$ cat src/issue_pkg.sv
/*
 * issue stage package
 * widths, functional-unit and operator encodings and the
 * scoreboard transaction id shared by the issue/read-operands stage
 */
package issue_pkg;

    // --------------------------------------------------
    // widths
    // --------------------------------------------------
    // integer datapath width
    localparam int unsigned XLEN       = 64;
    // architectural register address
    localparam int unsigned REG_ADDR_W = 5;
    localparam int unsigned NR_REGS    = 32;
    // scoreboard entry index
    localparam int unsigned TRANS_ID_W = 3;

    typedef logic [TRANS_ID_W-1:0] trans_id_t;

    // --------------------------------------------------
    // functional units
    // --------------------------------------------------
    // NONE must stay zero, the clobber table uses it as "no pending write"
    typedef enum logic [2:0] {
        NONE      = 3'd0,
        LOAD      = 3'd1,
        STORE     = 3'd2,
        ALU       = 3'd3,
        CTRL_FLOW = 3'd4,
        MULT      = 3'd5,
        CSR       = 3'd6
    } fu_t;

    // --------------------------------------------------
    // operators
    // --------------------------------------------------
    // only a subset is named, the stage forwards the code untouched
    typedef enum logic [6:0] {
        ADD      = 7'd0,
        SUB      = 7'd1,
        MUL      = 7'd2,
        LD       = 7'd3,
        SD       = 7'd4,
        JALR     = 7'd5,
        CSR_READ = 7'd6
    } fu_op_t;

endpackage
$ cat src/issue_operand_stage.sv
/*
 * operand select and issue register
 * muxes zimm, pc, forwarded data, regfile and immediate into the two
 * operands, registers them and pulses one valid strobe per unit
 */
`timescale 1ns/100ps

module issue_operand_stage import issue_pkg::*; (
    input  logic                   clk_i,
    input  logic                   rst_uarch_ni,
    input  logic                   flush_i,
    input  logic                   issue_fire_i,
    input  fu_t                    issue_fu_i,
    input  fu_op_t                 issue_op_i,
    input  logic [REG_ADDR_W-1:0]  issue_rs1_i,
    input  logic [XLEN-1:0]        issue_imm_i,
    input  logic [XLEN-1:0]        issue_pc_i,
    input  logic                   issue_use_pc_i,
    input  logic                   issue_use_imm_i,
    input  logic                   issue_use_zimm_i,
    input  trans_id_t              issue_trans_id_i,
    input  logic                   fwd_rs1_i,
    input  logic                   fwd_rs2_i,
    input  logic [XLEN-1:0]        rs1_data_i,
    input  logic [XLEN-1:0]        rs2_data_i,
    input  logic [XLEN-1:0]        rf_rdata_a_i,
    input  logic [XLEN-1:0]        rf_rdata_b_i,
    output logic [XLEN-1:0]        operand_a_o,
    output logic [XLEN-1:0]        operand_b_o,
    output logic [XLEN-1:0]        imm_o,
    output fu_t                    fu_o,
    output fu_op_t                 operator_o,
    output trans_id_t              trans_id_o,
    output logic [XLEN-1:0]        pc_o,
    output logic                   alu_valid_o,
    output logic                   branch_valid_o,
    output logic                   lsu_valid_o,
    output logic                   mult_valid_o,
    output logic                   csr_valid_o
);

    logic [XLEN-1:0] operand_a_d;
    logic [XLEN-1:0] operand_b_d;

    // --------------------------------------------------
    // operand mux
    // --------------------------------------------------
    always_comb begin
        // lowest priority first, later ifs override
        operand_a_d = fwd_rs1_i ? rs1_data_i : rf_rdata_a_i;
        operand_b_d = fwd_rs2_i ? rs2_data_i : rf_rdata_b_i;
        if (issue_use_pc_i) begin
            operand_a_d = issue_pc_i;
        end
        // csr immediate sits in the rs1 field
        if (issue_use_zimm_i) begin
            operand_a_d = {{(XLEN-REG_ADDR_W){1'b0}}, issue_rs1_i};
        end
        // stores and branches still need rs2, their imm goes out on imm_o
        if (issue_use_imm_i && issue_fu_i != STORE && issue_fu_i != CTRL_FLOW) begin
            operand_b_d = issue_imm_i;
        end
    end

    // --------------------------------------------------
    // issue register
    // --------------------------------------------------
    always_ff @(posedge clk_i or negedge rst_uarch_ni) begin
        if (!rst_uarch_ni) begin
            operand_a_o <= '0;
            operand_b_o <= '0;
            imm_o       <= '0;
            fu_o        <= NONE;
            operator_o  <= ADD;
            trans_id_o  <= '0;
            pc_o        <= '0;
        end else begin
            operand_a_o <= operand_a_d;
            operand_b_o <= operand_b_d;
            imm_o       <= issue_imm_i;
            fu_o        <= issue_fu_i;
            operator_o  <= issue_op_i;
            trans_id_o  <= issue_trans_id_i;
            pc_o        <= issue_pc_i;
        end
    end

    // one cycle strobe towards the selected unit
    always_ff @(posedge clk_i or negedge rst_uarch_ni) begin
        if (!rst_uarch_ni) begin
            alu_valid_o    <= 1'b0;
            branch_valid_o <= 1'b0;
            lsu_valid_o    <= 1'b0;
            mult_valid_o   <= 1'b0;
            csr_valid_o    <= 1'b0;
        end else begin
            alu_valid_o    <= issue_fire_i && !flush_i && issue_fu_i == ALU;
            branch_valid_o <= issue_fire_i && !flush_i && issue_fu_i == CTRL_FLOW;
            lsu_valid_o    <= issue_fire_i && !flush_i
                              && (issue_fu_i == LOAD || issue_fu_i == STORE);
            mult_valid_o   <= issue_fire_i && !flush_i && issue_fu_i == MULT;
            csr_valid_o    <= issue_fire_i && !flush_i && issue_fu_i == CSR;
        end
    end

    assert property (@(posedge clk_i) disable iff (!rst_uarch_ni)
        $onehot0({alu_valid_o, branch_valid_o, lsu_valid_o, mult_valid_o, csr_valid_o}))
        else $error("more than one unit strobe");

    assert property (@(posedge clk_i) disable iff (!rst_uarch_ni)
        branch_valid_o |-> !$isunknown({operand_a_o, operand_b_o}))
        else $error("unknown operand on branch issue");

endmodule

$ cat config.mk
export PLATFORM = sky130hd
export DESIGN_NAME = issue_operand_stage
export DESIGN_NICKNAME = d
export VERILOG_FILES = /design/src/issue_pkg.sv /design/src/issue_operand_stage.sv
export SDC_FILE = /design/constraint.sdc
export NUM_CORES = 1
export LEC_CHECK = 0
export BUFFER_PORTS_ARGS = -buffer_cell sky130_fd_sc_hd__buf_4
export CAP_MARGIN = 0
export CORE_AREA = 2 2 266 268
export DETAILED_ROUTE_END_ITERATION = 8
export DIE_AREA = 0 0 268 270
export GPL_TIMING_DRIVEN = 0
export PLACE_DENSITY = 0.45
export SLEW_MARGIN = 10
export SYNTH_ARGS = -nofsm -noshare
export SYNTH_HDL_FRONTEND = slang
export SYNTH_SLANG_ARGS = --single-unit
export TNS_END_PERCENT = 100
$ cat constraint.sdc
create_clock -name clk_i -period 0.8 [get_ports clk_i]
set_clock_uncertainty 0.15 [all_clocks]
set_input_delay 0.24 -clock clk_i [delete_from_list [all_inputs] [get_ports clk_i]]
set_output_delay 0.24 -clock clk_i [all_outputs]
set_load 0.01 [all_outputs]
* Word level (Yosys, flattened, before mapping) *
Index checks and enable logic that the tools add are counted.

storage, ports and cells
  word-level logic and storage cells = 35
  output and inout bits = 274
  bits of input ports = 411
  flip-flop bits (word level) = 274

operators by class
  reduce and logical (&&, ||, !) cells = 10
  muxes and demuxes = 5
  equality and inequality tests = 8

operators with widths
  operator              count
  $mux W64              5
  $eq A3 B3 Y1 const B  3
  $logic_and A1 B1 Y1   8
  $eq A3 B2 Y1 const B  2
  $eq A3 B1 Y1 const B  1
  $ne A3 B2 Y1 const B  1
  $ne A3 B3 Y1 const B  1
  $logic_not A1 Y1      1
  $logic_or A1 B1 Y1    1

* Longest topological paths before layout *
  word-level depth = 4
  mapped depth = 5

* Worst setup path after synthesis *
No wires, ideal clock.

  path kind = input port to flip-flop
  from = input port fwd_rs2_i
  to = register operand_b_o[10]
  setup slack = -0.843 ns
  arrival = 1.369 ns
  setup time = 0.125 ns
  stages = 4
  cells stage by stage = buf_2 -> clkbuf_1 -> mux2_2 -> mux2_2

between the ends
  longest elaborated chain between the ends = 2

ends and longest elaborated chain
  element               RTL line                   RTL
  start, declared       issue_operand_stage.sv:23  input logic fwd_rs2_i,
  $mux W64              issue_operand_stage.sv:51  operand_b_d = fwd_rs2_i ? rs2_data_i : rf_rdata_b_i;
  $mux W64              issue_operand_stage.sv:60  if (issue_use_imm_i && issue_fu_i != STORE && issue_fu_i != CTRL_FLOW) begin
  via operand_b_d[10]   issue_operand_stage.sv:43  logic [XLEN-1:0] operand_b_d;
  end signal, assigned  issue_operand_stage.sv:79  operand_b_o <= operand_b_d;
  end, declared         issue_operand_stage.sv:29  output logic [XLEN-1:0] operand_b_o,

The timed path passes the listed nets, and every way through them passes these cells.

* Worst setup path in the final report *
  from = register imm_o[49]
  to = output port imm_o[49]

RTL lines
  element                 RTL line                   RTL
  start, declared         issue_operand_stage.sv:30  output logic [XLEN-1:0] imm_o,
  start signal, assigned  issue_operand_stage.sv:80  imm_o <= issue_imm_i;

No word-level cell between the ends.

==> reports/qor.yml <==
status: "finished with violations"
violations: "hold timing, setup timing"
synth_area_sq_mm: 0.0102
stdcell_count: 2481
clk_pin_slew_ns: 0.05
hold_class: "in2async"
timing.final.crit_period_ns: 1.50
ys_ff_latch: 274
cts_buffers: 35
muxShareOfSynthArea_pct: 27.5
dieArea_sq_mm: 0.0724
grt_pass1_vias: 10300
nets: 1925
dieHeight_microns: 270
max_stage_delay_ns: 0.43
worst_pin_slew_ns: 0.528
maxCapViolations: 0
grt_start_max_net_pins: 104
synth_edf_count: 0
path_buf_inv: 1
irDropWorstVdd_v: 0.00123
synth_top_area_share_pct: 67.2
fin_ws_ns: -0.696
cts_htree_levels: 2
critical_path.top_delay_family: "flip-flops"
syn2layout_area_growth_pct: 109
clockBufferDepth: 3
cp_data_arrival_time_ns: 1.11
p_per_area_mw_per_mm2: 1820
drt-initial-drc-count: 251
cts_sinks: 274
timing.slew.headroom_pct: 64.8
routed_wl_mm: 51.3
required_ns: 0.41
synth_adder_area_share_pct: 0
start_kind: "flip-flop"
synthArstFlopShare_pct: 100
grt_pass1_wl_mm: 70.9
synth_ff_type: "dfrtp_1"
fin_area_sq_mm: 0.0214
multi_input_area_sq_mm: 0.00367
whs_ns: -0.548
antenna_found_initial: 10
timing.final.crit_share_pct: 187
synth_cell_types: 15
layout-drive-gt1-share_pct: 62.8
root_buffer: "clkbuf_16"
grt.total_usage_pct: 13.6
pin_count: 685
leakage_nw: 10.5
place_area_sq_mm: 0.0171
setup-tns-final_ns: -188.90
first_pass_iters: 4
path_cells: "buf_6"
rsz0062_at_grt: "true"
drc: 0
crit_path_end_kind: "output port"
vias: 8826
drv_slew: 0
regArea_sq_mm: 0.00686
synth_compound_area_share_pct: 0.405
globalplace.congestion: 0.806
via_per_inst: 3.56
synth.most_common_cell: "dfrtp_1"
yosys.area_share.simple_pct: 2.83
p_total_w: 0.0388
fill_cells: 7085
port-buffer-count: 680
core_sq_mm: 0.0695
ys_top_cells_by_area: "dfrtp_1, mux2_2, mux2i_1"
crit_slowest_cell: "dfrtp_1"
fmax_ghz: 0.668
synth_top_family_by_area: "multiplexers"
yosysTopAreaCell: "dfrtp_1"
overflow: 0
hpwl_mm: 38.7
critPathMaxFanout: 1
rows: 97
detail-route-antenna-nets: 0
synth_xor_area_share_pct: 0.172
setup_violations: 373
synth.net_count: 1056
synthCells: 645
yosysSeqAreaShare_pct: 67.2
placed_cells_incl_taps: 2267
wl_per_cell_microns: 20.7
worst-setup-path-type: "reg2out"
cts_tree: "yes"
start_util_pct: 14.7
ys_warn_count: 0
synth_commonest_cells: "dfrtp_1, mux2_2, mux2i_1"
die_w_microns: 268
syn_avg_cell_area_sq_um: 15.8
finalHoldViolations: 301
[registers in the layout, indices dropped and copies added (netlist names)]
name,count
branch_valid_o,1
lsu_valid_o,1
mult_valid_o,1
imm_o,64
alu_valid_o,1
operand_b_o,64
csr_valid_o,1
fu_o,3
operator_o,7
trans_id_o,3
pc_o,64
operand_a_o,64
[cell families (layout without fill, tap and decap cells)]
kind of cell    count (synthesis)  after routing
xor+xnor                        2              2
mux                           256            256
compound gates                  6              6
simple gates                   71             71
buf+inv                        36            926
other cells                     0              6
flops                         274            274
[path summary, 6_finish.rpt]
| check | start | end | slack [ns] | cells after the start |
|---|---|---|---|---|
| max | imm_o[49] | imm_o[49] | -0.70 | 1 |
| max in group asynchronous | rst_uarch_ni | trans_id_o[2] | 0.24 | 2 |
| min in group clk_i | flush_i | alu_valid_o | -0.24 | 2 |
| min | rst_uarch_ni | pc_o[33] | -0.55 | 1 |
[metal layers]
layer / GRT usage (%) / part of all wire [%]
met4: 4.56 / 3.5
met3: 5.85 / 11
met5: 0 / 0.023
met2: 25.5 / 52
met1: 13.2 / 33
[layout make-up]
cell class	instances	share of cell area [%]
repair buffers	834	37.9
plain buffers	34	2.28
flip-flops and latches	274	32.1
clock inverters	4	0.211
multi-input cells	335	17.2
diodes	6	0.0703
well taps	940	5.50
clock buffers	54	4.77
[stage by stage]
step                      setup slack [ns]  util [%]
after floorplan                     -0.671         -
after global placement               -3.26      24.4
after detailed placement             -1.21      24.5
after CTS                           -0.766      30.8
after global routing                -0.744      30.7
final                               -0.696      30.7
[power breakdown]
part	switching [W]	internal, W
clock network	0.00608	0.00903
registers	0.000452	0.0148
logic	0.00311	0.00533
[cells in the final DEF (no fill, tap or decap), types with 5 or more instances in the layout]
cell / instances
clkbuf_8: 9
dlygate4sd3_1: 133
buf_8: 5
buf_16: 8
dfrtp_1: 274
nor2_1: 58
clkbuf_16: 45
mux2i_1: 64
clkbuf_2: 7
buf_12: 21
buf_4: 386
clkbuf_1: 14
diode_2: 6
mux2_2: 64
mux2_4: 128
o21ai_1: 5
dlymetal6s4s_1: 11
nand2_1: 6
buf_6: 281
[what timing repair did]
item	4_1_cts	5_1_grt
hold buffers	145	34
endpoints found under the hold margin	438	274
pin swaps	2	25
gates resized for setup	359	47
setup buffers	14	1
cloned	11	6
setup endpoints to repair	535	531
(Power assumes the default switching activity.)
