<file path="src/issue_pkg.sv">
/*
 * issue stage package
 * widths, functional-unit and operator encodings and the
 * scoreboard transaction id shared by the issue/read-operands stage
 */
package issue_pkg;

    // --------------------------------------------------
    // widths
    // --------------------------------------------------
    // integer datapath width
    localparam int unsigned XLEN       = 64;
    // architectural register address
    localparam int unsigned REG_ADDR_W = 5;
    localparam int unsigned NR_REGS    = 32;
    // scoreboard entry index
    localparam int unsigned TRANS_ID_W = 3;

    typedef logic [TRANS_ID_W-1:0] trans_id_t;

    // --------------------------------------------------
    // functional units
    // --------------------------------------------------
    // NONE must stay zero, the clobber table uses it as "no pending write"
    typedef enum logic [2:0] {
        NONE      = 3'd0,
        LOAD      = 3'd1,
        STORE     = 3'd2,
        ALU       = 3'd3,
        CTRL_FLOW = 3'd4,
        MULT      = 3'd5,
        CSR       = 3'd6
    } fu_t;

    // --------------------------------------------------
    // operators
    // --------------------------------------------------
    // only a subset is named, the stage forwards the code untouched
    typedef enum logic [6:0] {
        ADD      = 7'd0,
        SUB      = 7'd1,
        MUL      = 7'd2,
        LD       = 7'd3,
        SD       = 7'd4,
        JALR     = 7'd5,
        CSR_READ = 7'd6
    } fu_op_t;

endpackage
</file>
<file path="src/issue_hazard_check.sv">
/*
 * issue hazard check
 * RAW forwarding/stall decision per source operand, WAW check on rd,
 * unit readiness and mult contention; drives the same-cycle issue ack
 */
`timescale 1ns/100ps

module issue_hazard_check import issue_pkg::*; #(
    parameter int unsigned NR_COMMIT_PORTS = 2
)(
    input  logic                                         issue_valid_i,
    input  fu_t                                          issue_fu_i,
    input  logic [REG_ADDR_W-1:0]                        issue_rs1_i,
    input  logic [REG_ADDR_W-1:0]                        issue_rs2_i,
    input  logic [REG_ADDR_W-1:0]                        issue_rd_i,
    input  logic                                         issue_use_zimm_i,
    input  logic                                         issue_ex_valid_i,
    input  logic                                         rs1_data_valid_i,
    input  logic                                         rs2_data_valid_i,
    input  fu_t  [NR_REGS-1:0]                           rd_clobber_i,
    input  logic [NR_COMMIT_PORTS-1:0][REG_ADDR_W-1:0]   commit_waddr_i,
    input  logic [NR_COMMIT_PORTS-1:0]                   commit_we_i,
    input  logic                                         flu_ready_i,
    input  logic                                         lsu_ready_i,
    input  logic                                         mult_issued_i,
    output logic                                         fwd_rs1_o,
    output logic                                         fwd_rs2_o,
    output logic                                         issue_ack_o,
    output logic                                         issue_fire_o
);

    logic stall;
    logic fu_busy;
    logic rd_free;
    logic mult_block;

    // --------------------------------------------------
    // unit readiness
    // --------------------------------------------------
    always_comb begin
        unique case (issue_fu_i)
            ALU, CTRL_FLOW, CSR, MULT: fu_busy = ~flu_ready_i;
            LOAD, STORE:               fu_busy = ~lsu_ready_i;
            default:                   fu_busy = 1'b0;
        endcase
    end

    // --------------------------------------------------
    // RAW check on rs1/rs2
    // --------------------------------------------------
    always_comb begin
        stall     = 1'b0;
        fwd_rs1_o = 1'b0;
        fwd_rs2_o = 1'b0;
        // zimm puts an immediate in the rs1 field, nothing to wait for
        if (!issue_use_zimm_i && rd_clobber_i[issue_rs1_i] != NONE) begin
            // csr results only reach us through the register file
            if (rs1_data_valid_i && rd_clobber_i[issue_rs1_i] != CSR) begin
                fwd_rs1_o = 1'b1;
            end else begin
                stall = 1'b1;
            end
        end
        if (rd_clobber_i[issue_rs2_i] != NONE) begin
            if (rs2_data_valid_i && rd_clobber_i[issue_rs2_i] != CSR) begin
                fwd_rs2_o = 1'b1;
            end else begin
                stall = 1'b1;
            end
        end
    end

    // --------------------------------------------------
    // WAW check on rd
    // --------------------------------------------------
    // a commit writing rd this cycle frees the destination
    always_comb begin
        rd_free = (rd_clobber_i[issue_rd_i] == NONE);
        for (int unsigned i = 0; i < NR_COMMIT_PORTS; i++) begin
            if (commit_we_i[i] && commit_waddr_i[i] == issue_rd_i) begin
                rd_free = 1'b1;
            end
        end
    end

    // mult results share the fixed latency writeback with everything else
    assign mult_block = mult_issued_i && (issue_fu_i != MULT);

    always_comb begin
        issue_ack_o = 1'b0;
        if (issue_valid_i) begin
            if (!stall && !fu_busy && rd_free) begin
                issue_ack_o = 1'b1;
            end
            // excepted or unit-less entries just retire through the scoreboard
            if (issue_ex_valid_i || issue_fu_i == NONE) begin
                issue_ack_o = 1'b1;
            end
        end
        if (mult_block) begin
            issue_ack_o = 1'b0;
        end
    end

    assign issue_fire_o = issue_valid_i && issue_ack_o && !issue_ex_valid_i;

endmodule

</file>
<file path="config.mk">
export PLATFORM = sky130hd
export DESIGN_NAME = issue_hazard_check
export DESIGN_NICKNAME = d
export VERILOG_FILES = /design/src/issue_pkg.sv /design/src/issue_hazard_check.sv
export SDC_FILE = /design/constraint.sdc
export NUM_CORES = 1
export LEC_CHECK = 0
export BUFFER_PORTS_ARGS = -buffer_cell sky130_fd_sc_hd__buf_2
export CAP_MARGIN = 10
export CELL_PAD_IN_SITES_DETAIL_PLACEMENT = 1
export CELL_PAD_IN_SITES_GLOBAL_PLACEMENT = 2
export CORE_MARGIN = 1
export CORE_UTILIZATION = 24
export DETAILED_ROUTE_END_ITERATION = 7
export GPL_TIMING_DRIVEN = 0
export PLACE_DENSITY_LB_ADDON = 0.25
export SYNTH_ARGS = -nofsm -noshare
export SYNTH_HDL_FRONTEND = slang
export SYNTH_SLANG_ARGS = --single-unit
</file>
<file path="constraint.sdc">
create_clock -name vclk -period 2.2
set_input_delay 0.11 -clock vclk [all_inputs]
set_output_delay 0.11 -clock vclk [all_outputs]
set_load 0.005 [all_outputs]
</file>
### Word level (Yosys, flattened, before mapping)

Index checks and enable logic that the tools add are counted.
Widths: inputs -> output; s select.

| operators by class | value |
|---|---|
| add/sub/neg operators | 0 |
| $mul | 0 |
| divide/modulo/power cells | 0 |
| $lt $le $gt $ge | 3 |
| eq/ne operators | 11 |
| shifts and indexed selects | 0 |
| mux-type cells | 21 |
| bitwise gates (word level) | 2 |
| reductions and logical operators | 21 |

Operator list:

| kind | number |
|---|---|
| $bmux 3 s5 | 3 |
| $lt 5x6->1 const B | 3 |
| $mux 1 | 14 |
| $eq 5x5->1 | 2 |
| $logic_and 1x1->1 | 10 |
| $eq 3x3->1 const B | 3 |
| $mux 3 | 3 |
| $ne 3x3->1 const B | 3 |
| $eq 3x2->1 const B | 2 |
| $logic_not 3->1 | 2 |
| $reduce_bool 3->1 | 2 |
| $logic_not 1->1 | 4 |
| $reduce_or 4->1 | 1 |
| $eq 3x1->1 const B | 1 |
| $not 1->1 | 2 |
| $pmux 1 s2 | 1 |
| $reduce_or 2->1 | 1 |
| $logic_or 1x1->1 | 1 |

| word-level totals | value |
|---|---|
| flip-flop bits (word level) | 0 |
| bits in latches | 0 |
| RAM bits | 0 |
| ROM bits | 0 |
| output and inout port bits | 4 |
| word-level logic and storage cells | 58 |
| memories | 0 |

### Depth between registers and ports, before layout

Gate-level depths: netlist (run 1).

| depth | value |
|---|---|
| depth in word-level cells | 17 |
| depth in mapped cells | 10 |
| gate-level depth less buffers | 7 |

### Worst setup path before layout (run 1)

No wires, ideal clock.

| timing | value |
|---|---|
| path type | in2out |
| start | in issue_rs1_i[1] |
| end | out issue_fire_o |
| data arrival time | 2309 ps |
| required time | 2090 ps |
| path slack | -219 ps |
| stages | 8 |
| cell sequence | buf_2 > buf_2 > mux4_2 > a22o_1 > or4_4 > o31ai_1 > nor4_1 > a2111oi_1 |

| on the way | value |
|---|---|
| cells in the longest elaborated chain, start to end | 17 |
| elaborated cells between the ends (all ways) | 19 |
| classes of those cells | eq/ne (1); mux (10); reduce/logical (8) |

Ends and longest elaborated chain:

| item | RTL line | source |
|---|---|---|
| start: declaration | issue_hazard_check.sv:13 | `input logic [REG_ADDR_W-1:0] issue_rs1_i,` |
| $bmux 3 s5 * | issue_hazard_check.sv:56, issue_hazard_check.sv:58 |  |
| $mux 3 (not written as such) * | issue_hazard_check.sv:56, issue_hazard_check.sv:58 |  |
| $ne 3x3->1 | issue_hazard_check.sv:58 | `if (rs1_data_valid_i && rd_clobber_i[issue_rs1_i] != CSR) begin` |
| $logic_and 1x1->1 | issue_hazard_check.sv:58 |  |
| $mux 1 | issue_hazard_check.sv:58 |  |
| $mux 1 * | issue_hazard_check.sv:56 | `if (!issue_use_zimm_i && rd_clobber_i[issue_rs1_i] != NONE) begin` |
| $mux 1 | issue_hazard_check.sv:65 | `if (rs2_data_valid_i && rd_clobber_i[issue_rs2_i] != CSR) begin` |
| $mux 1 * | issue_hazard_check.sv:64 | `if (rd_clobber_i[issue_rs2_i] != NONE) begin` |
| $logic_not 1->1 * | issue_hazard_check.sv:92 | `if (!stall && !fu_busy && rd_free) begin` |
| $logic_and 1x1->1 * (2 in series) | issue_hazard_check.sv:92 |  |
| $mux 1 * | issue_hazard_check.sv:92 |  |
| $mux 1 * | issue_hazard_check.sv:96 | `if (issue_ex_valid_i \|\| issue_fu_i == NONE) begin` |
| $mux 1 * | issue_hazard_check.sv:91 | `if (issue_valid_i) begin` |
| $mux 1 * | issue_hazard_check.sv:100 | `if (mult_block) begin` |
| $logic_and 1x1->1 * (2 in series) | issue_hazard_check.sv:105 | `assign issue_fire_o = issue_valid_i && issue_ack_o && !issue_ex_valid_i;` |
| end: declaration | issue_hazard_check.sv:29 | `output logic issue_fire_o` |

Every way passes the cells marked *; elsewhere a longest branch is shown, timed or not. The select of a mux whose other input is x is not followed.

### Worst setup path in the final report (run 1)

| timing | value |
|---|---|
| start | in issue_rs2_i[0] |
| end | out issue_fire_o |

| on the way | value |
|---|---|
| cells in the longest elaborated chain, start to end | 15 |
| elaborated cells between the ends (all ways) | 16 |
| classes of those cells | eq/ne (1); mux (8); reduce/logical (7) |

Ends and longest elaborated chain:

| item | RTL line | source |
|---|---|---|
| start: declaration | issue_hazard_check.sv:14 | `input logic [REG_ADDR_W-1:0] issue_rs2_i,` |
| $bmux 3 s5 * | issue_hazard_check.sv:64, issue_hazard_check.sv:65 |  |
| $mux 3 (not written as such) * | issue_hazard_check.sv:64, issue_hazard_check.sv:65 |  |
| $ne 3x3->1 | issue_hazard_check.sv:65 |  |
| $logic_and 1x1->1 | issue_hazard_check.sv:65 |  |
| $mux 1 | issue_hazard_check.sv:65 |  |
| $mux 1 * | issue_hazard_check.sv:64 |  |
| $logic_not 1->1 * | issue_hazard_check.sv:92 |  |
| $logic_and 1x1->1 * (2 in series) | issue_hazard_check.sv:92 |  |
| $mux 1 * | issue_hazard_check.sv:92 |  |
| $mux 1 * | issue_hazard_check.sv:96 |  |
| $mux 1 * | issue_hazard_check.sv:91 |  |
| $mux 1 * | issue_hazard_check.sv:100 |  |
| $logic_and 1x1->1 * (2 in series) | issue_hazard_check.sv:105 |  |

Marks and branches as above.

==> out/qor.json, run 1 <==
{
  "power": {
    "internal_power_summed_over_all_cells_uw": 435.2,
    "clock_power_share_pct": 0,
    "power.sequential.fraction_pct": 0,
    "maximum_resistive_drop_on_vdd_mv": 0.07378,
    "powerDensity_nw_per_um2": 223.9,
    "total_leakage_power_nw": 1.518,
    "combPwrFrac_pct": 100.0,
    "power.switching_fraction_pct": 47.53,
    "net-switching-power_uw": 394.3
  },
  "logic_synthesis": {
    "post_synth_num_cell_types": 50,
    "net_count_of_the_mapped_netlist": 386,
    "synth.cell_area_um2": 2436,
    "post_synth.cell_area_avg_um2": 9.667,
    "sequential_fraction_of_the_synthesis_area_pct": 0,
    "synth-warning-count": 0,
    "postSynthCellCount": 252
  },
  "global_routing": {
    "pin_count_of_the_biggest_net_entering_global_routing": 11,
    "globalRouteTotalUtil_pct": 22.98,
    "globalRoute.totalOverflow": 0,
    "via_count_of_the_first_global_routing_pass": 3328,
    "wire_length_of_the_first_global_routing_pass_um": 18180,
    "antenna_found_initial": 0
  },
  "final_layout": {
    "multi_input_comb_area_um2": 2407,
    "post_route_cells_drive_above_1_share_pct": 56.19,
    "layout.cell_area.non_filler_um2": 3705,
    "clockBufferCount": 0,
    "antenna_cells": 0,
    "instances_no_fill": 537,
    "syn_to_final_growth_pct": 52.08,
    "layout.area.seq_um2": 0,
    "fill_count": 1174,
    "final_net_count": 540,
    "n_sequential_cell": 0
  },
  "routing": {
    "wl_per_cell_um": 22.40,
    "detail_route.first_pass.iterations": 4,
    "detailedRoute.firstIterationViolations": 157,
    "detail_route.wirelength_um": 12030,
    "dr_drc_count": 0,
    "number_of_vias_after_detailed_routing": 3105,
    "ant_nets": 0,
    "drt-vias-per-instance": 5.782
  },
  "sta": {
    "final-setup-viol-count": 4,
    "hold_viol_final": 0,
    "fmax_mhz": 377.6,
    "setup_slack_ps": -448.6,
    "slew_headroom_pct": 64.37,
    "min_period_ps": 2649,
    "maxSlewViolCount": 0,
    "layout_worst_path_cycle_share_pct": 120.4,
    "grt_setup_unrepaired": "yes",
    "tightest_slew_ps": 534.5
  },
  "hold_path": {
    "hp-class": "in -> out"
  },
  "floorplan": {
    "fp-row-count": 36,
    "design.portCount": 138,
    "die_y_extent_um": 102.8,
    "initial_core_util_pct": 24.81,
    "fp.coreArea_um2": 9819,
    "die_area_um2": 10560,
    "die_w_um": 102.8
  },
  "placement": {
    "gp_congestion": 0.8272,
    "place_ws_ps": -643.2,
    "place_area_um2": 3298,
    "placedCellCount": 518,
    "placement.io_buffers": 133,
    "dp.final_hpwl_um": 10080
  },
  "setup_path": {
    "critical_path.startpoint_type": "input port",
    "crit_end": "issue_fire_o",
    "crit_arrival_ps": 2540,
    "crit_path_start": "issue_rs2_i[0]",
    "maximum_fanout_count_along_the_critical_path": 7,
    "setup.worst_path.class": "in -> out",
    "critPathRequiredTime_ps": 2090,
    "end_kind": "output pin"
  },
  "run": {
    "drv.max_cap_violation_count": 0
  },
  "status": {
    "outcome": "complete, but fails checks",
    "violations_in_the_final_reports": "setup timing"
  },
  "clock_network": {
    "ctsHoldBuffers": 0
  }
}
## how the worst min path moves through the flow
| stage | start | endpoint | slack [ps] | depth (start not counted) |
|---|---|---|---|---|
| 3_3_place_gp | issue_use_zimm_i | fwd_rs1_o | 480 | 3 |
| 3_5_place_dp | issue_ex_valid_i | issue_fire_o | 490 | 3 |
| 5_1_grt | issue_use_zimm_i | fwd_rs1_o | 510 | 3 |
| 2_1_floorplan | issue_ex_valid_i | issue_fire_o | 240 | 1 |
| 4_1_cts | issue_use_zimm_i | fwd_rs1_o | 490 | 3 |
| 6_report | issue_use_zimm_i | fwd_rs1_o | 490 | 3 |
## cells in the final DEF (no fill, tap or decap), types with 3 or more instances in the layout
cell type / count
buf_12: 10
buf_4: 17
xor2_1: 10
a22oi_1: 8
nor3_1: 10
a21oi_1: 6
nand3_1: 5
o21ai_0: 3
nor2b_1: 7
clkbuf_1: 4
nor4b_1: 9
nor2_1: 6
nand2_1: 11
o21a_1: 3
o211ai_1: 3
mux2i_1: 20
inv_1: 5
clkbuf_2: 5
a211oi_1: 5
buf_2: 131
or3_1: 5
nor4_1: 19
mux4_2: 42
nor3b_1: 5
## worst max-delay path: stages
cell and delay (ps):
buf_12 90, buf_12 120, mux4_2 530, mux4_2 530, mux2i_4 190, nand2b_4 170, o2bb2ai_4 120, o2111ai_4 150
a2111oi_4 370, buf_2 160
## power groups by stage
stage          Combinational [mW]  Clock (mW)  Sequential (mW)
2_1_floorplan               0.402           0                0
3_3_place_gp                0.695           0                0
3_5_place_dp                0.703           0                0
4_1_cts                     0.809           0                0
5_1_grt                     0.886           0                0
6_report                    0.830           0                0
## Yosys cell counts (2+ instances only)
cell	instances	area [um2]
xnor2_1	2	17.52
a22oi_1	10	75.07
a211oi_1	6	45.04
buf_1	5	18.77
a31oi_1	2	12.51
xor2_1	10	87.58
nor2_1	6	22.52
buf_6	3	33.78
or3_1	5	31.28
buf_4	2	15.01
a311oi_1	2	17.52
o21ai_0	3	15.01
clkbuf_1	9	33.78
a21boi_0	2	15.01
mux4_1	3	78.83
buf_2	3	15.01
mux4_2	40	900.9
o21a_1	3	22.52
and2_1	2	12.51
nor3_1	10	50.05
a22o_1	2	17.52
inv_1	5	18.77
nor2b_1	7	43.79
nand2b_1	2	12.51
nor3b_1	5	37.54
mux2_2	4	45.04
o32ai_1	2	17.52
and3_1	2	12.51
o31ai_1	3	22.52
nand3_1	6	30.03
o211ai_1	3	22.52
a21oi_1	7	35.03
and3b_1	2	17.52
nor4_1	19	118.9
nand4_1	2	12.51
nor4b_1	9	78.83
mux2i_1	20	200.2
nand2_1	11	41.29
o41ai_1	2	17.52
## per-stage QoR
| step | hold slack [ps] | setup TNS [ps] | util [%] | power (mW) |
|---|---|---|---|---|
| 2_1_floorplan | 241.4 | -67.30 | - | 0.4019 |
| 3_3_place_gp | 479.6 | -1516 | 33.59 | 0.6951 |
| 3_5_place_dp | 488.0 | -1509 | 33.59 | 0.7028 |
| 4_1_cts | 489.3 | -870.2 | 37.23 | 0.8086 |
| 5_1_grt | 511.1 | -1311 | 37.73 | 0.8859 |
| 6_report | 488.8 | -953.1 | 37.73 | 0.8295 |
## per-layer routing
| layer | global-route usage (%) | vias to the layer above | routed length (um) |
|---|---|---|---|
| li1 | - | 1402 | - |
| met1 | 29.25 | 1541 | 4778 |
| met2 | 41.69 | 150 | 6260 |
| met3 | 2.915 | 12 | 849 |
| met4 | 4.442 | 0 | 138 |
| met5 | 0 | - | 0 |
## kinds of logic after synthesis
group,Yosys count,share of synthesized area [%]
simple gates,91,22.60
mux,68,51.21
compound gates,54,16.33
buf+inv,27,5.547
xor+xnor,12,4.314
## final cells by class
class	count	share of cell area, %
Buffer	22	5.437
Multi-Input combinational cell	225	64.98
Inverter	5	0.5066
Timing Repair Buffer	152	24.59
Tap cell	133	4.492
## what timing repair did
action                                  CTS  global route
hold endpoints to repair                  0             0
cloned                                    1             0
buffers inserted                         17             1
endpoints found under the setup margin    4             4
resized for setup                        43            10
pin swaps                                 9             7
Power figures use the tool's default switching activity.
==> run 2: changes to the inputs <==
==> constraint.sdc (replaced) <==
create_clock -name vclk -period 2.3
set_input_delay 0.115 -clock vclk [all_inputs]
set_output_delay 0.115 -clock vclk [all_outputs]
set_load 0.005 [all_outputs]
==> out/qor.json, run 2 (synthesis gave the netlist of run 1 again) <==
{
  "clock_network": {
    "ctsHoldBuffers": 0
  },
  "routing": {
    "detailroute.wirelength.met3_um": 802,
    "routedLengthMet1_um": 4863,
    "detail_route.wirelength_um": 12040,
    "dr_drc_count": 0,
    "wl_per_cell_um": 22.51,
    "detail_route.first_pass.iterations": 4,
    "detailedRoute.firstIterationViolations": 164,
    "drt-vias-per-instance": 5.750,
    "number_of_vias_after_detailed_routing": 3076,
    "route.met2.wl_um": 6285,
    "ant_nets": 0,
    "top_signal_layer_used": "met4"
  },
  "sta": {
    "min_period_ps": 2691,
    "fmax_mhz": 371.5,
    "slew_headroom_pct": 62.76,
    "setup-tns-final_ps": -767.4,
    "grt_setup_unrepaired": "yes",
    "maxSlewViolCount": 0,
    "tightest_slew_ps": 558.5,
    "layout_worst_path_cycle_share_pct": 117.0,
    "hold_slack_ps": 514.8,
    "hold_viol_final": 0,
    "final-setup-viol-count": 3,
    "setup_slack_ps": -391.5
  },
  "floorplan": {
    "fp.coreArea_um2": 9819,
    "die_area_um2": 10560,
    "die_y_extent_um": 102.8,
    "initial_core_util_pct": 24.81,
    "design.portCount": 138,
    "die_w_um": 102.8,
    "fp-row-count": 36
  },
  "power": {
    "maximum_resistive_drop_on_vdd_mv": 0.06356,
    "powerDensity_nw_per_um2": 216.0,
    "total_leakage_power_nw": 1.483
  },
  "final_layout": {
    "most-common-layout-cells": "132 x buf_2, 42 x mux4_2, 20 x mux2i_1",
    "clockBufferCount": 0,
    "antenna_cells": 0,
    "post_route_cells_drive_above_1_share_pct": 55.72,
    "layout_commonest_cell": "buf_2",
    "final_net_count": 538,
    "utilization_pct": 37.11,
    "layout.area.seq_um2": 0,
    "instances_no_fill": 535,
    "multi_input_comb_area_um2": 2407,
    "n_sequential_cell": 0,
    "syn_to_final_growth_pct": 49.56,
    "fill_count": 1224
  },
  "setup_path": {
    "setup.worst_path.class": "in -> out",
    "maximum_fanout_count_along_the_critical_path": 7,
    "critPathRequiredTime_ps": 2180,
    "crit_arrival_ps": 2580,
    "end_kind": "output pin",
    "critical_path.startpoint_type": "input port"
  },
  "global_routing": {
    "wire_length_of_the_first_global_routing_pass_um": 17880,
    "globalRouteTotalUtil_pct": 22.53,
    "globalRoute.totalOverflow": 0,
    "via_count_of_the_first_global_routing_pass": 3151,
    "antenna_found_initial": 0,
    "pin_count_of_the_biggest_net_entering_global_routing": 11
  },
  "placement": {
    "placement.io_buffers": 133,
    "placedCellCount": 518,
    "dp.final_hpwl_um": 10080,
    "gp_congestion": 0.8292
  },
  "status": {
    "violations_in_the_final_reports": "setup timing",
    "outcome": "complete, but fails checks"
  },
  "hold_path": {
    "hold_path_depth": 3,
    "min_from": "issue_use_zimm_i",
    "worstHoldEndpoint": "fwd_rs1_o",
    "hp-class": "in -> out"
  },
  "run": {
    "drv.max_cap_violation_count": 0
  }
}
## run 2: cell count changes in the layout (fill, tap and decap cells not counted), sizes merged
cell,previous run,this run
bufbuf,1,0
buf,163,164
clkbuf,10,8
## run 2: area by class of cell
type	instances	area share [%]
timing repair buffer	150	23.42
inverter	5	0.5151
tap	133	4.567
multi-input combinational	225	66.07
buffer	22	5.426
## run 2: stage by stage
| step | area, um2 | power [mW] | worst slack, ps |
|---|---|---|---|
| after floorplan | 2455 | 0.3822 | 5.612 |
| after global placement | 3287 | 0.6647 | -659.7 |
| after detailed placement | 3287 | 0.6728 | -672.7 |
| after CTS | 3550 | 0.7527 | -332.5 |
| after global routing | 3643 | 0.8387 | -473.8 |
| final | 3643 | 0.7870 | -391.5 |
## run 2: worst max-delay path, stage by stage
cell       delay (ps)
buf_12             90
buf_12            120
mux4_2            520
mux4_2            530
mux2i_4           220
nand2b_4          180
o2bb2ai_4         110
o2111ai_4         150
a2111oi_4         380
buf_2             160
## run 2: repair_timing
| action | in CTS | in global routing |
|---|---|---|
| buffers inserted | 13 | 4 |
| pin swaps | 13 | 5 |
| endpoints found under the setup margin | 4 | 4 |
| gates resized for setup | 41 | 16 |
## run 2: how the worst max path moves through the flow
stage | startpoint | end | slack, ps | cells past startpoint
after CTS | issue_rs2_i[0] | issue_fire_o | -330 | 10
final | issue_rs2_i[0] | issue_fire_o | -390 | 10
after detailed placement | issue_rs1_i[0] | issue_fire_o | -670 | 10
after global placement | issue_rs1_i[0] | issue_fire_o | -660 | 10
after global routing | issue_rs2_i[0] | issue_fire_o | -470 | 10
after floorplan | issue_rs2_i[1] | issue_fire_o | 6 | 8
## run 2: routing by layer
| layer | GRT usage (%) | vias up |
|---|---|---|
| li1 | - | 1389 |
| met1 | 29.62 | 1541 |
| met2 | 42.10 | 138 |
| met3 | 1.627 | 8 |
| met4 | 1.300 | 0 |
| met5 | 0 | - |
## run 2: power by group
| group | switching, mW | leakage, nW | internal [mW] | total (mW) |
|---|---|---|---|---|
| Sequential | 0 | 0 | 0 | 0 |
| Clock | 0 | 0 | 0 | 0 |
| Combinational | 0.379 | 1.48 | 0.408 | 0.787 |
==> run 3: changes to the inputs <==
--- a/config.mk
+++ b/config.mk
@@ -10,7 +10,7 @@
 export CELL_PAD_IN_SITES_DETAIL_PLACEMENT = 1
 export CELL_PAD_IN_SITES_GLOBAL_PLACEMENT = 2
 export CORE_MARGIN = 1
-export CORE_UTILIZATION = 24
+export CORE_UTILIZATION = 28
 export DETAILED_ROUTE_END_ITERATION = 7
 export GPL_TIMING_DRIVEN = 0
 export PLACE_DENSITY_LB_ADDON = 0.25
==> constraint.sdc (replaced) <==
create_clock -name vclk -period 3.1
set_input_delay 0.155 -clock vclk [all_inputs]
set_output_delay 0.155 -clock vclk [all_outputs]
set_load 0.005 [all_outputs]
==> out/qor.json, run 3 (synthesis gave the netlist of run 1 again) <==
{
  "status": {
    "outcome": "finished clean"
  },
  "setup_path": {
    "critical_path.startpoint_type": "input port",
    "cp_top_family": "multiplexers",
    "cpPeakStageDelay_ps": 550,
    "setup.worst_path.class": "in -> out",
    "worstPathCellList": "buf_2, buf_8, mux4_2, mux4_2, mux2i_4, nand2b_1, o2bb2ai_1, o2111ai_1, a2111oi_2, buf_2",
    "crit_end": "issue_fire_o",
    "maximum_fanout_count_along_the_critical_path": 10,
    "critPathRequiredTime_ps": 2940,
    "crit_buf_inv": 3,
    "crit_arrival_ps": 2760,
    "critical-path-slowest-cell": "mux4_2",
    "end_kind": "output pin",
    "crit_path_start": "issue_rs2_i[0]",
    "critical_path_cell_count": 10
  },
  "routing": {
    "detail_route.first_pass.iterations": 5,
    "dr_drc_count": 0,
    "ant_nets": 0,
    "number_of_vias_after_detailed_routing": 3015,
    "detailedRoute.firstIterationViolations": 196,
    "wl_per_cell_um": 23.11,
    "drt-vias-per-instance": 6.153,
    "detail_route.wirelength_um": 11320
  },
  "sta": {
    "hold_slack_ps": 575.8,
    "slew_headroom_pct": 57.56,
    "hold_viol_final": 0,
    "maxSlewViolCount": 0,
    "fmax_mhz": 343.2,
    "tightest_slew_ps": 636.6,
    "layout_worst_path_cycle_share_pct": 94.00,
    "setup-tns-final_ps": 0,
    "grt_setup_unrepaired": "no",
    "min_period_ps": 2914,
    "final-setup-viol-count": 0
  },
  "final_layout": {
    "layout_commonest_cell": "buf_2",
    "n_sequential_cell": 0,
    "clockBufferCount": 0,
    "layout.area.seq_um2": 0,
    "multi_input_comb_area_um2": 2311,
    "most-common-layout-cells": "134 x buf_2, 40 x mux4_2, 20 x mux2i_1",
    "post_route_cells_drive_above_1_share_pct": 49.61,
    "instances_no_fill": 490,
    "antenna_cells": 0,
    "final_net_count": 521,
    "fill_count": 1021,
    "syn_to_final_growth_pct": 33.85,
    "layout.cell_area.non_filler_um2": 3261
  },
  "placement": {
    "place_area_um2": 3233,
    "placement.io_buffers": 133,
    "dp.final_hpwl_um": 9800,
    "gp_congestion": 0.9073,
    "placedCellCount": 490
  },
  "floorplan": {
    "design.portCount": 138,
    "die_y_extent_um": 95.28,
    "die_area_um2": 9077,
    "fp.coreArea_um2": 8299,
    "initial_core_util_pct": 29.35,
    "fp-row-count": 33,
    "die_w_um": 95.28
  },
  "global_routing": {
    "wire_length_of_the_first_global_routing_pass_um": 17290,
    "antenna_found_initial": 0,
    "pin_count_of_the_biggest_net_entering_global_routing": 11,
    "globalRoute.totalOverflow": 0,
    "globalRouteTotalUtil_pct": 25.50,
    "via_count_of_the_first_global_routing_pass": 3141
  },
  "power": {
    "maximum_resistive_drop_on_vdd_mv": 0.05405,
    "power.switching_fraction_pct": 50.57,
    "combPwrFrac_pct": 100.0,
    "total_leakage_power_nw": 1.320,
    "net-switching-power_uw": 254.0,
    "internal_power_summed_over_all_cells_uw": 248.3,
    "powerDensity_nw_per_um2": 154.0,
    "clock_power_share_pct": 0,
    "power.total_uw": 502.3,
    "power.sequential.fraction_pct": 0
  },
  "run": {
    "drv.max_cap_violation_count": 0
  },
  "hold_path": {
    "hp-class": "in -> out"
  }
}
[run 3: power by group through the flow]
stage | logic (mW) | clock network (mW) | registers (mW)
final | 0.502 | 0 | 0
after global routing | 0.539 | 0 | 0
after CTS | 0.494 | 0 | 0
after detailed placement | 0.492 | 0 | 0
after global placement | 0.484 | 0 | 0
after floorplan | 0.279 | 0 | 0
[run 3: final cells by class]
cell class | instances | share of cell area [%]
tap | 105 | 4.029
timing repair buffer | 133 | 20.41
multi-input combinational | 225 | 70.87
buffer | 22 | 4.106
inverter | 5 | 0.5756
[run 3: through the flow]
step	util [%]	setup WS [ps]
final	39.29	186.0
after floorplan	-	590.5
after detailed placement	38.96	-156.2
after global routing	39.29	0.7456
after global placement	38.96	-122.7
after CTS	39.03	15.14
[run 3: worst min path at each step]
stage,startpoint,slack (ps),to,cells after the start
after global routing,issue_ex_valid_i,600,issue_fire_o,3
after CTS,issue_use_zimm_i,580,fwd_rs1_o,3
after global placement,issue_ex_valid_i,570,issue_fire_o,3
after detailed placement,issue_use_zimm_i,580,fwd_rs1_o,3
after floorplan,issue_ex_valid_i,340,issue_fire_o,1
final,issue_ex_valid_i,580,issue_fire_o,3
[run 3: per-layer routing]
metal	vias up	global-route usage, %	part of all wire, %
met2	165	43.51	49
li1	1366	-	-
met3	18	2.871	7.0
met1	1466	34.58	42
met5	-	0	0
met4	0	5.303	2.0
[run 3: repair_timing]
action,CTS,global route
gates resized for setup,3,7
buffers inserted,0,0
endpoints found under the setup margin,1,1
pin swaps,0,1
hold endpoints to repair,0,0
hold buffers,0,0
[run 3: tightest hold or removal path, stage by stage]
cell and delay [ps]:
buf_2 110, a2111oi_2 40, buf_2 120
